$ cat src/hdl/cbfp_cfg.svh
`ifndef CBFP_CFG_SVH
`define CBFP_CFG_SVH

// sample widths
`define CBFP_IN_W     23    // input real or imag part
`define CBFP_OUT_W    11    // normalized output part

// block exponent holds 0 to 22
`define CBFP_SHIFT_W  5

// block shape
`define CBFP_LANES    16    // samples per beat
`define CBFP_BEATS    4     // beats per block, 64 samples

// fixed right shift after scaling by the block exponent
// in width minus pole gives the output width
`define CBFP_POLE     12

`endif

$ cat src/hdl/cbfp_pkg.sv
`default_nettype none

`include "cbfp_cfg.svh"

package cbfp_pkg;

    // one input sample
    typedef struct packed {
        logic signed [`CBFP_IN_W-1:0] re;
        logic signed [`CBFP_IN_W-1:0] im;
    } cplx_in_t;

    // one normalized sample
    typedef struct packed {
        logic signed [`CBFP_OUT_W-1:0] re;
        logic signed [`CBFP_OUT_W-1:0] im;
    } cplx_out_t;

    typedef cplx_in_t  [`CBFP_LANES-1:0] beat_in_t;   // lane 0 in the low bits
    typedef cplx_out_t [`CBFP_LANES-1:0] beat_out_t;

    // exponent pair, one per part
    typedef struct packed {
        logic [`CBFP_SHIFT_W-1:0] re;
        logic [`CBFP_SHIFT_W-1:0] im;
    } blk_exp_t;

endpackage

`default_nettype wire

$ cat src/hdl/cbfp_block_delay.sv
`default_nettype none

`include "cbfp_cfg.svh"

module cbfp_block_delay
    import cbfp_pkg::*;
(
    input  wire logic     clk,
    input  wire logic     rstn,
    input  wire logic     din_valid,
    input  wire beat_in_t din,
    output logic          dly_valid,
    output beat_in_t      dly_beat
);

    //////////////////////////////////////////////////////////////////////
    // one block of delay, valid rides with each beat
    //////////////////////////////////////////////////////////////////////

    beat_in_t               stage_q [`CBFP_BEATS];
    logic [`CBFP_BEATS-1:0] vld_q;

    always_ff @(posedge clk or negedge rstn) begin
        if (!rstn) begin
            vld_q <= '0;
            for (int i = 0; i < `CBFP_BEATS; i++)
                stage_q[i] <= '0;
        end else begin
            vld_q      <= {vld_q[`CBFP_BEATS-2:0], din_valid};
            stage_q[0] <= din;
            for (int i = 1; i < `CBFP_BEATS; i++)
                stage_q[i] <= stage_q[i-1];     // shifts every edge, idle too
        end
    end

    assign dly_valid = vld_q[`CBFP_BEATS-1];
    assign dly_beat  = stage_q[`CBFP_BEATS-1];

    // beat leaves exactly one block length after it came in
    a_valid_delay_hi : assert property (
        @(posedge clk) disable iff (!rstn)
            din_valid |-> ##`CBFP_BEATS dly_valid
    ) else $error("cbfp_block_delay: beat lost in the delay line");

    a_valid_delay_lo : assert property (
        @(posedge clk) disable iff (!rstn)
            !din_valid |-> ##`CBFP_BEATS !dly_valid
    ) else $error("cbfp_block_delay: spurious beat out of the delay line");

endmodule

`default_nettype wire

$ cat config.mk
export PLATFORM = sky130hd
export DESIGN_NAME = cbfp_block_delay
export DESIGN_NICKNAME = d
export VERILOG_FILES = /design/src/hdl/cbfp_pkg.sv /design/src/hdl/cbfp_block_delay.sv
export VERILOG_INCLUDE_DIRS = /design/src /design/src/hdl
export SDC_FILE = /design/constraint.sdc
export NUM_CORES = 1
export LEC_CHECK = 0
export BUFFER_PORTS_ARGS = -buffer_cell sky130_fd_sc_hd__buf_2
export CORE_AREA = 2 2 577 579
export DETAILED_ROUTE_END_ITERATION = 7
export DIE_AREA = 0 0 579 581
export GPL_TIMING_DRIVEN = 0
export HOLD_SLACK_MARGIN = 0.12
export SLEW_MARGIN = 25
export SYNTH_ARGS = -nofsm -noshare
export SYNTH_HDL_FRONTEND = slang
export SYNTH_SLANG_ARGS = --single-unit
$ cat constraint.sdc
create_clock -name clk -period 0.8 [get_ports clk]
set_input_delay 0.08 -clock clk [delete_from_list [all_inputs] [get_ports clk]]
set_output_delay 0.08 -clock clk [all_outputs]
set_load 0.01 [all_outputs]
==> summary.md <==
| Metric | Value |
|---|---|
| Clk_lat worst skew | 0.89 ns |
| Filler Cell Count | 29900 |
| Hold Crit Class | input port to async pin |
| Final Critical Period | 1.65 ns |
| Clk buf depth | 4 |
| Total GRT Usage | 0.149 |
| Post-synth top area share | 0.930 |
| Routed wl met2 | 118000 um |
| Type of origin of the critical path | input port |
| Final non-filler cell total | 11000 |
| Core area | 330000 um2 |
| Seq/Total Area, Yosys | 0.930 |
| Fmax | 606 MHz |
| Worst Path Max Fanout | 60 |
| Worst EP required | 1.82 ns |
| Wl on met1 | 104000 um |
| Cell area after synthesis | 79300 um2 |
| Vias | 39100 |
| Die X | 579 um |
| Placed cells | 9550 |
| Post-synth EDFFs | 0 |
| Initial antenna violation count | 186 |
| CTS buffer count | 312 |
| Die Span Y | 581 um |
| Slew @ Worst Pin | 0.697 ns |
| Syn avg cell area | 21.5 um2 |
| CP endpoint kind | async pin |
| Maximum vdd drop | 2.45 mV |
| Area of the die | 336000 um2 |
| Static Leakage | 0.0545 uW |
| Cell Rows | 211 |
| Worst R2R Start | stage_q[2041] |
| Routed wl met3 | 22900 um |
| CTS sink count | 2948 |
| Area delta synth->final | 51.0% |
| Worst hold margin | 0.175 ns |
| Clock transition at the registers of the reported paths | 0.06 ns |
| Ys async rst share | 1.00 |
| Initial Utilization | 0.240 |
| Htree depth | 5 |
| Area leader, netlist | dfrtp_1 |
| Clock root buffer | clkbuf_16 |
| Slew headroom | 0.535 |
| Comb_multi_in | 0 |
| Worst path buffer plus inverter count | 10 |
| Register area | 73800 um2 |
| Violated checks | setup timing |
| Routed Antenna Nets | 0 |
| TritonRoute pass-1 iters | 5 |
| CP delay by family, top | buffers and inverters |
| Largest cells by area after synthesis | dfrtp_1 93%, buf_4 7.0% |
| Vias/cell | 3.55 |
| Number of DRC markers in iteration 0 | 1685 |
| Worst setup margin | -0.851 ns |
| Most frequent cells after synthesis | 2948 x dfrtp_1, 736 x buf_4 |
| Fin crit share | 2.06 |
| Synth Instances | 3684 |
| Final #Nets | 7067 |
| Share of cells above drive strength 1 | 0.324 |
| Area of the multi-input gates | 0 um2 |
| First-pass GRT wire length | 355000 um |
| CTS tree | done |
| Hpwl dp | 165000 um |
| Synth cell types | 2 |
| DR WL/cell | 23.3 um |
| Max-cap violations | 0 |
| Final core utilization | 0.363 |
| Critical path arrival | 2.67 ns |
| CP max stage delay | 0.84 ns |
| CP max-delay cell | dlygate4sd3_1 |
| WS Path Type | input port to async pin |
| Top_reg_cell synth | dfrtp_1 |
| Synthesis Warnings | 0 |
| Outcome | finished with violations |
| PwrDens | 2740 nW/um2 |
| Port bufs | 1475 |
| Final Skew | 0.0578 ns |
| Most used cell, CP | buf_16 |
| Largest net degree at the start of global routing | 141 |
| Synth Net Count | 4423 |
| Cell Chain, Critical Path | clkbuf_4 > dlygate4sd3_1 > buf_16 > buf_16 > buf_16 > buf_16 > buf_16 > buf_16 > buf_4 > bufbuf_16 |
| Fin. max-slew vios | 0 |
| I/O pin cnt | 1476 |
| Gr ovfl total | 0 |
| Max layer used | met5 |
| RSZ-0062 raised after global routing | true |
| Overall Power | 328000 uW |
| Vias in the first global route | 47900 |
| Endpoints failing hold | 0 |
| Synth Register Bits | 2948 |
| Most common cell in the netlist | dfrtp_1 |
| GPL Wtd Cong | 0.907 |
| DRC violations left | 0 |
| Final setup fails | 3406 |
| Total Routed Length | 256000 um |
| Crit. Startpoint | rstn |
[routing by layer]
layer | global-route usage | up-vias
met2 | 0.231 | 1748
li1 | - | 16100
met3 | 0.0538 | 652
met4 | 0.0637 | 30
met5 | 0 | -
met1 | 0.187 | 20600
[power by group]
group	switching (uW)	internal, uW
logic	8270	11000
clock network	63300	85300
registers	3950	157000
[kinds of logic after synthesis]
family	Yosys count	synth area share
flip-flops	2948	0.930
buffers and inverters	736	0.0697
[final timing paths]
path                   endpoint  slack, ns  cells after the start
min                stage_q[835]       0.18                      4
max reg2reg       stage_q[1305]       0.07                      0
max               stage_q[1529]      -0.85                     10
min reg2reg       stage_q[1543]       0.30                      0
min in group clk  stage_q[1543]       0.30                      0
max in group clk  dly_beat[649]      -0.83                      2
[per-stage QoR]
step / TNS (ns) / area, um2 / worst slack (ns)
after floorplan: 0 / 79300 / 0.253
after global placement: - / 92100 / -63.83
after detailed placement: -5987.02 / 92800 / -4.35
after CTS: -1945.72 / 120000 / -0.952
after global routing: -1940.07 / 120000 / -0.939
final: -1683.71 / 120000 / -0.851
[timing repair]
item,in CTS,in global routing
resized for setup,238,1198
hold endpoints to repair,2048,1158
hold buffers,1475,2
endpoints found under the setup margin,2940,3246
gates cloned,50,19
setup buffers,3,13
[tightest hold or removal path, delay by kind of cell]
family / cells / cell delay (ns)
buffers and inverters: 4 / 1.30
[layout make-up]
type	instances	share of cell area
antenna	74	0.00155
timing repair buffer	3062	0.247
clock buffer	423	0.0738
buffer	4	0.000376
tap	4366	0.0456
clock inverter	136	0.0147
sequential	2948	0.617
[placed cells by master, fill, tap and decap left out, drive strengths merged]
cell type       n
clkinvlp       28
bufbuf         39
inv            30
diode          74
clkbuf        439
buf          1535
dfrtp        2948
bufinv         20
clkinv         58
dlygate4sd3  1476
[registers in the layout, indices dropped and copies added (netlist names)]
register  cells
stage_q    2208
vld_q         4
dly_beat    736
Power figures use the tool's default switching activity.
