### src/hdl/cbfp_cfg.svh
`ifndef CBFP_CFG_SVH
`define CBFP_CFG_SVH

// sample widths
`define CBFP_IN_W     23    // input real or imag part
`define CBFP_OUT_W    11    // normalized output part

// block exponent holds 0 to 22
`define CBFP_SHIFT_W  5

// block shape
`define CBFP_LANES    16    // samples per beat
`define CBFP_BEATS    4     // beats per block, 64 samples

// fixed right shift after scaling by the block exponent
// in width minus pole gives the output width
`define CBFP_POLE     12

`endif

### src/hdl/cbfp_pkg.sv
`default_nettype none

`include "cbfp_cfg.svh"

package cbfp_pkg;

    // one input sample
    typedef struct packed {
        logic signed [`CBFP_IN_W-1:0] re;
        logic signed [`CBFP_IN_W-1:0] im;
    } cplx_in_t;

    // one normalized sample
    typedef struct packed {
        logic signed [`CBFP_OUT_W-1:0] re;
        logic signed [`CBFP_OUT_W-1:0] im;
    } cplx_out_t;

    typedef cplx_in_t  [`CBFP_LANES-1:0] beat_in_t;   // lane 0 in the low bits
    typedef cplx_out_t [`CBFP_LANES-1:0] beat_out_t;

    // exponent pair, one per part
    typedef struct packed {
        logic [`CBFP_SHIFT_W-1:0] re;
        logic [`CBFP_SHIFT_W-1:0] im;
    } blk_exp_t;

endpackage

`default_nettype wire

### src/hdl/cbfp_exp_detect.sv
`default_nettype none

`include "cbfp_cfg.svh"

module cbfp_exp_detect
    import cbfp_pkg::*;
(
    input  wire logic     clk,
    input  wire logic     rstn,
    input  wire logic     din_valid,
    input  wire beat_in_t din,
    output blk_exp_t      blk_exp
);

    localparam int       NODES     = 2 * `CBFP_LANES - 1;
    localparam bit [1:0] LAST_BEAT = 2'(`CBFP_BEATS - 1);

    // redundant sign bits below the msb, 0 to 22
    function automatic logic [`CBFP_SHIFT_W-1:0] sign_run(input logic [`CBFP_IN_W-1:0] x);
        logic [`CBFP_SHIFT_W-1:0] n;
        logic                     stop;
        n    = '0;
        stop = 1'b0;
        for (int b = `CBFP_IN_W - 2; b >= 0; b--) begin
            if (!stop && (x[b] == x[`CBFP_IN_W-1]))
                n = n + 1'b1;
            else
                stop = 1'b1;
        end
        return n;
    endfunction

    function automatic logic [`CBFP_SHIFT_W-1:0] min2(input logic [`CBFP_SHIFT_W-1:0] a,
                                                      input logic [`CBFP_SHIFT_W-1:0] b);
        return (a <= b) ? a : b;
    endfunction

    //////////////////////////////////////////////////////////////////////
    // per-lane counts and min tree
    //////////////////////////////////////////////////////////////////////

    // heap layout: leaves at LANES-1 .. NODES-1, root at 0
    logic [`CBFP_SHIFT_W-1:0] tree_re [NODES];
    logic [`CBFP_SHIFT_W-1:0] tree_im [NODES];
    logic [`CBFP_SHIFT_W-1:0] beat_min_re;
    logic [`CBFP_SHIFT_W-1:0] beat_min_im;

    always_comb begin
        for (int i = 0; i < `CBFP_LANES; i++) begin
            tree_re[`CBFP_LANES-1+i] = sign_run(din[i].re);
            tree_im[`CBFP_LANES-1+i] = sign_run(din[i].im);
        end
        for (int k = `CBFP_LANES - 2; k >= 0; k--) begin
            tree_re[k] = min2(tree_re[2*k+1], tree_re[2*k+2]);
            tree_im[k] = min2(tree_im[2*k+1], tree_im[2*k+2]);
        end
    end

    assign beat_min_re = tree_re[0];
    assign beat_min_im = tree_im[0];

    //////////////////////////////////////////////////////////////////////
    // fold four beats into the block exponent
    //////////////////////////////////////////////////////////////////////

    logic [1:0]               beat_cnt;    // position inside the block
    logic [`CBFP_SHIFT_W-1:0] run_re;      // running minimum so far
    logic [`CBFP_SHIFT_W-1:0] run_im;

    always_ff @(posedge clk or negedge rstn) begin
        if (!rstn) begin
            beat_cnt <= '0;
            run_re   <= '0;
            run_im   <= '0;
            blk_exp  <= '0;
        end else if (din_valid) begin
            beat_cnt <= beat_cnt + 1'b1;   // wraps after the last beat
            if (beat_cnt == '0) begin      // first beat restarts the fold
                run_re <= beat_min_re;
                run_im <= beat_min_im;
            end else begin
                run_re <= min2(run_re, beat_min_re);
                run_im <= min2(run_im, beat_min_im);
            end
            if (beat_cnt == LAST_BEAT) begin
                blk_exp.re <= min2(run_re, beat_min_re);
                blk_exp.im <= min2(run_im, beat_min_im);
            end
        end
    end

    // a block, once started, must be fed on consecutive edges
    property p_consecutive_beats;
        @(posedge clk) disable iff (!rstn)
            (beat_cnt != '0) |-> din_valid;
    endproperty

    a_consecutive_beats : assert property (p_consecutive_beats)
        else $error("cbfp_exp_detect: gap inside a block at beat %0d", beat_cnt);

endmodule

`default_nettype wire

### config.mk
export PLATFORM = sky130hd
export DESIGN_NAME = cbfp_exp_detect
export DESIGN_NICKNAME = d
export VERILOG_FILES = /design/src/hdl/cbfp_pkg.sv /design/src/hdl/cbfp_exp_detect.sv
export VERILOG_INCLUDE_DIRS = /design/src /design/src/hdl
export SDC_FILE = /design/constraint.sdc
export NUM_CORES = 2
export LEC_CHECK = 0
export BUFFER_PORTS_ARGS = -buffer_cell sky130_fd_sc_hd__buf_2
export CAP_MARGIN = 15
export CELL_PAD_IN_SITES_DETAIL_PLACEMENT = 1
export CELL_PAD_IN_SITES_GLOBAL_PLACEMENT = 2
export CORE_AREA = 2 2 514 516
export DETAILED_ROUTE_END_ITERATION = 16
export DIE_AREA = 0 0 516 518
export PLACE_DENSITY_LB_ADDON = 0.1
export SLEW_MARGIN = 20
export SYNTH_ARGS = -nofsm -noshare
export SYNTH_HDL_FRONTEND = slang
export SYNTH_SLANG_ARGS = --single-unit
### constraint.sdc
create_clock -name clk -period 2.72 [get_ports clk]
set_input_delay 0.272 -clock clk [delete_from_list [all_inputs] [get_ports clk]]
set_output_delay 0.272 -clock clk [all_outputs]
set_load 0.005 [all_outputs]
==> results.yml <==
outcome:
  status: "finished, violations left"
  violations: "negative hold slack, negative setup slack"
setup_path:
  worstReg2RegStart: "run_re[1]"
  worstSetupPathDepth: 109
  slowest_delay_ns: 0.40
  cp_max_fo: 5
  worstSetupPathType: "input pin to flip-flop"
  cp_slowest_cell: "or3_4"
  regToRegSetupSlack_ns: 0.59
  cp-end-kind: "flip-flop"
  path_buf_inv: 7
  worstPathRequired_ns: 2.82
  r2r_cells: 10
  cpLargestDelayFamily: "adder cells"
  path_common_cell: "ha_4"
  r2r_end: "blk_exp[6]"
  arrival_ns: 19.04
  critPathLaunchType: "input pin"
sta:
  fin_skew_ns: 0.00275
  finalMaxSlewViolations: 0
  worstMarginPinSlew_ns: 0.911
  maxSlewHeadroom_pct: 39.2
  whs_ns: -0.0162
  finalHoldViolCount: 22
  period_minus_slack_ns: 18.93
  rsz0062_at_grt: "true"
  fin_crit_sh_pct: 696
  clock.fmax_mhz: 52.8
  fin_ws_ns: -16.21
  setup_viol: 20
global_route:
  grt_max_degree: 47
  antenna_found_initial: 183
  grt_pass1_vias: 114000
  grt_usage_pct: 25.0
  grt-ovfl-total: 0
  grt_pass1_wl_mm: 567
pwr:
  seq_power_share_pct: 1.5
  intPower_w: 0.0219
  p_sw_w: 0.0187
  p_leak_nw: 60.3
  power_frac_comb_pct: 97.7
  peakVddDrop_v: 0.00137
  p_per_area_nw_per_um2: 318
  switching_share_pct: 46.0
  p_clk_share_pct: 0.8
routing:
  drc_errors: 0
  drt_wl_total_mm: 357
  ant_nets: 0
  drt_iter0_markers: 3614
  vias: 108000
  viasPerCell: 5.11
  wl_per_cell_microns: 17.0
  first_pass_iters: 5
clock_tree:
  cts-hold-fix-buffers: 0
  htree_num_levels: 1
  cts_root_buf: "clkbuf_16"
  numCtsBuffers: 3
  clk_path_buf_depth: 2
  cts.clk_slew.worst_paths_ns: 0.06
  cts_tree: "done"
  clock_latency_ns: 0.26
  clock-sinks: 22
placed_design:
  post-place-ws_ns: -17.36
  dp.cells: 20700
  gp_congestion: 0.896
  hpwlAfterDp_mm: 310
  io_buffers: 748
floorplan:
  core_area_sq_um: 262000
  die_x_microns: 516
  initial_core_util_pct: 29.8
  dieHeight_microns: 518
  ios: 749
  core.rowCount: 188
  dieArea_sq_um: 267000
finish:
  area_growth_pct: 63.3
  drive_above_1_share_pct: 39.7
  layoutNonFillerInstCount: 21000
  multi_input_area_sq_um: 78300
  finalNetCount: 18900
  num-fill-cells: 34200
  ff_latch_area_sq_um: 551
logic_synthesis:
  ys.flop_type: "dfrtp_1"
  synthAdderAreaFrac_pct: 13.7
  synth.distinct_cells: 125
  ys_warn_count: 0
  synthCells: 12000
  synth_top_family_by_area: "simple AND/OR/NAND/NOR gates"
  yosys-top-cells-area: "ha_1 (12%), xnor2_1 (11%), nand2_1 (8.2%)"
  ys_ff_latch: 22
  synth_top_area_share_pct: 12.2
  synth_area_leader_cell: "ha_1"
  synth_edf_count: 0
  synth_common_cells: "nand2_1 (1706), nor2_1 (1167), xnor2_1 (960), a21oi_1 (805), o21ai_0 (783)"
  synth.most_common_cell: "nand2_1"
  synth_area_sq_um: 78000
  synth-simple-area-share_pct: 33.4
  synth_compound_area_share_pct: 23.0
  yosys.area_share.xor_xnor_pct: 18.4
  async_flop_share_pct: 100
  synth.area.mux_share_pct: 6.19
  synth.avg_cell_area_sq_um: 6.49
  syn-num-nets: 13500
  seq_area_frac_synth_pct: 0.705
min_path:
  hold_path_class: "input pin to asynchronous set/reset pin"
run:
  maxCapViolCount: 0
==> cell families (layout without fill, tap and decap cells) <==
family	Yosys count	count (layout)
muxes	458	458
DFF	22	22
buffers and inverters	944	6344
xor gates and xnor gates	1460	1460
adders and majority gates	879	879
and+or+nand+nor	5378	5378
other	0	86
AOI/OAI and AO/OA	2885	2885
==> layout by cell type (no fill, tap or decap), drive strengths merged, types with 50 or more instances in the layout <==
master	instances
a211oi	63
a21boi	57
a21o	98
a21oi	808
a22oi	52
a31oi	134
and2	218
and3	190
buf	5784
diode	86
ha	758
inv	556
maj3	121
mux2	165
mux2i	291
nand2	1706
nand2b	243
nand3	471
nand4	128
nor2	1168
nor2b	130
nor3	352
nor3b	71
nor4	70
o211ai	74
o21a	146
o21ai	826
o21bai	50
o22ai	164
o31ai	64
or2	170
or3	234
xnor2	966
xnor3	92
xor2	387
==> worst max-delay path by stage <==
stage / start / to / slack, ns
after global routing: din[527] / run_im[1] / -17.09
after CTS: din[688] / blk_exp[6] / -16.29
after detailed placement: din[90] / blk_exp[6] / -17.36
after global placement: din[90] / blk_exp[6] / -16.48
final: din[688] / blk_exp[6] / -16.21
after floorplan: din[689] / run_re[0] / -16.22
==> repair_timing <==
action | CTS | global route
pin swaps | 215 | 491
buffers inserted | 155 | 131
cloned | 1 | 0
resized for setup | 244 | 637
setup endpoints to repair | 20 | 20
hold endpoints to repair | 0 | 0
==> final cells by class <==
class	instances	share of cell area, %
tap	3515	3.45
timing repair buffer	5784	32.8
sequential	22	0.432
inverter	556	1.65
multi-input combinational	11100	61.4
antenna	86	0.169
clock buffer	4	0.0697
==> worst register-to-register path, cell delays in order, from the launching register on <==
cell and delay (ns):
dfrtp_1 0.40, ha_1 0.31, nor2b_4 0.14, o21a_1 0.16, o21ai_1 0.12, nand2b_1 0.08, a21oi_2 0.16, a31oi_4 0.07
or3_1 0.39, o21ai_1 0.10, a31oi_1 0.06
==> power groups by stage <==
stage	clock network, W	registers, W	logic [W]
floorplan	0	0.000558	0.0172
global placement	0	0.000579	0.0307
detailed placement	0	0.000580	0.0326
CTS	0.000346	0.000586	0.0355
global route	0.000371	0.000616	0.0432
finish	0.000342	0.000603	0.0396
==> through the flow <==
step | area (sq um) | TNS, ns | utilization, % | power [W]
2_1_floorplan | 78900 | -319.69 | - | 0.0177
3_3_place_gp | 121000 | -325.89 | 46.3 | 0.0313
3_5_place_dp | 121000 | -345.15 | 46.3 | 0.0331
4_1_cts | 123000 | -323.47 | 47.2 | 0.0364
5_1_grt | 127000 | -340.05 | 48.7 | 0.0442
6_report | 127000 | -321.96 | 48.7 | 0.0406
==> metal layers <==
| metal | share of wire (%) | routed length [microns] | GRT usage, % | up-vias |
|---|---|---|---|---|
| li1 | - | - | - | 54000 |
| met1 | 43 | 152000 | 29.5 | 51800 |
| met2 | 51 | 182000 | 47.1 | 1193 |
| met3 | 3.4 | 12200 | 2.54 | 469 |
| met4 | 2.9 | 10500 | 6.72 | 86 |
| met5 | 0.16 | 584 | 0 | - |
==> state kept, by name (all words and copies together) (netlist names) <==
name and cells:
run_re 5, beat_cnt 2, run_im 5, blk_exp 10
Note: power is estimated with default switching activity, not from simulation.
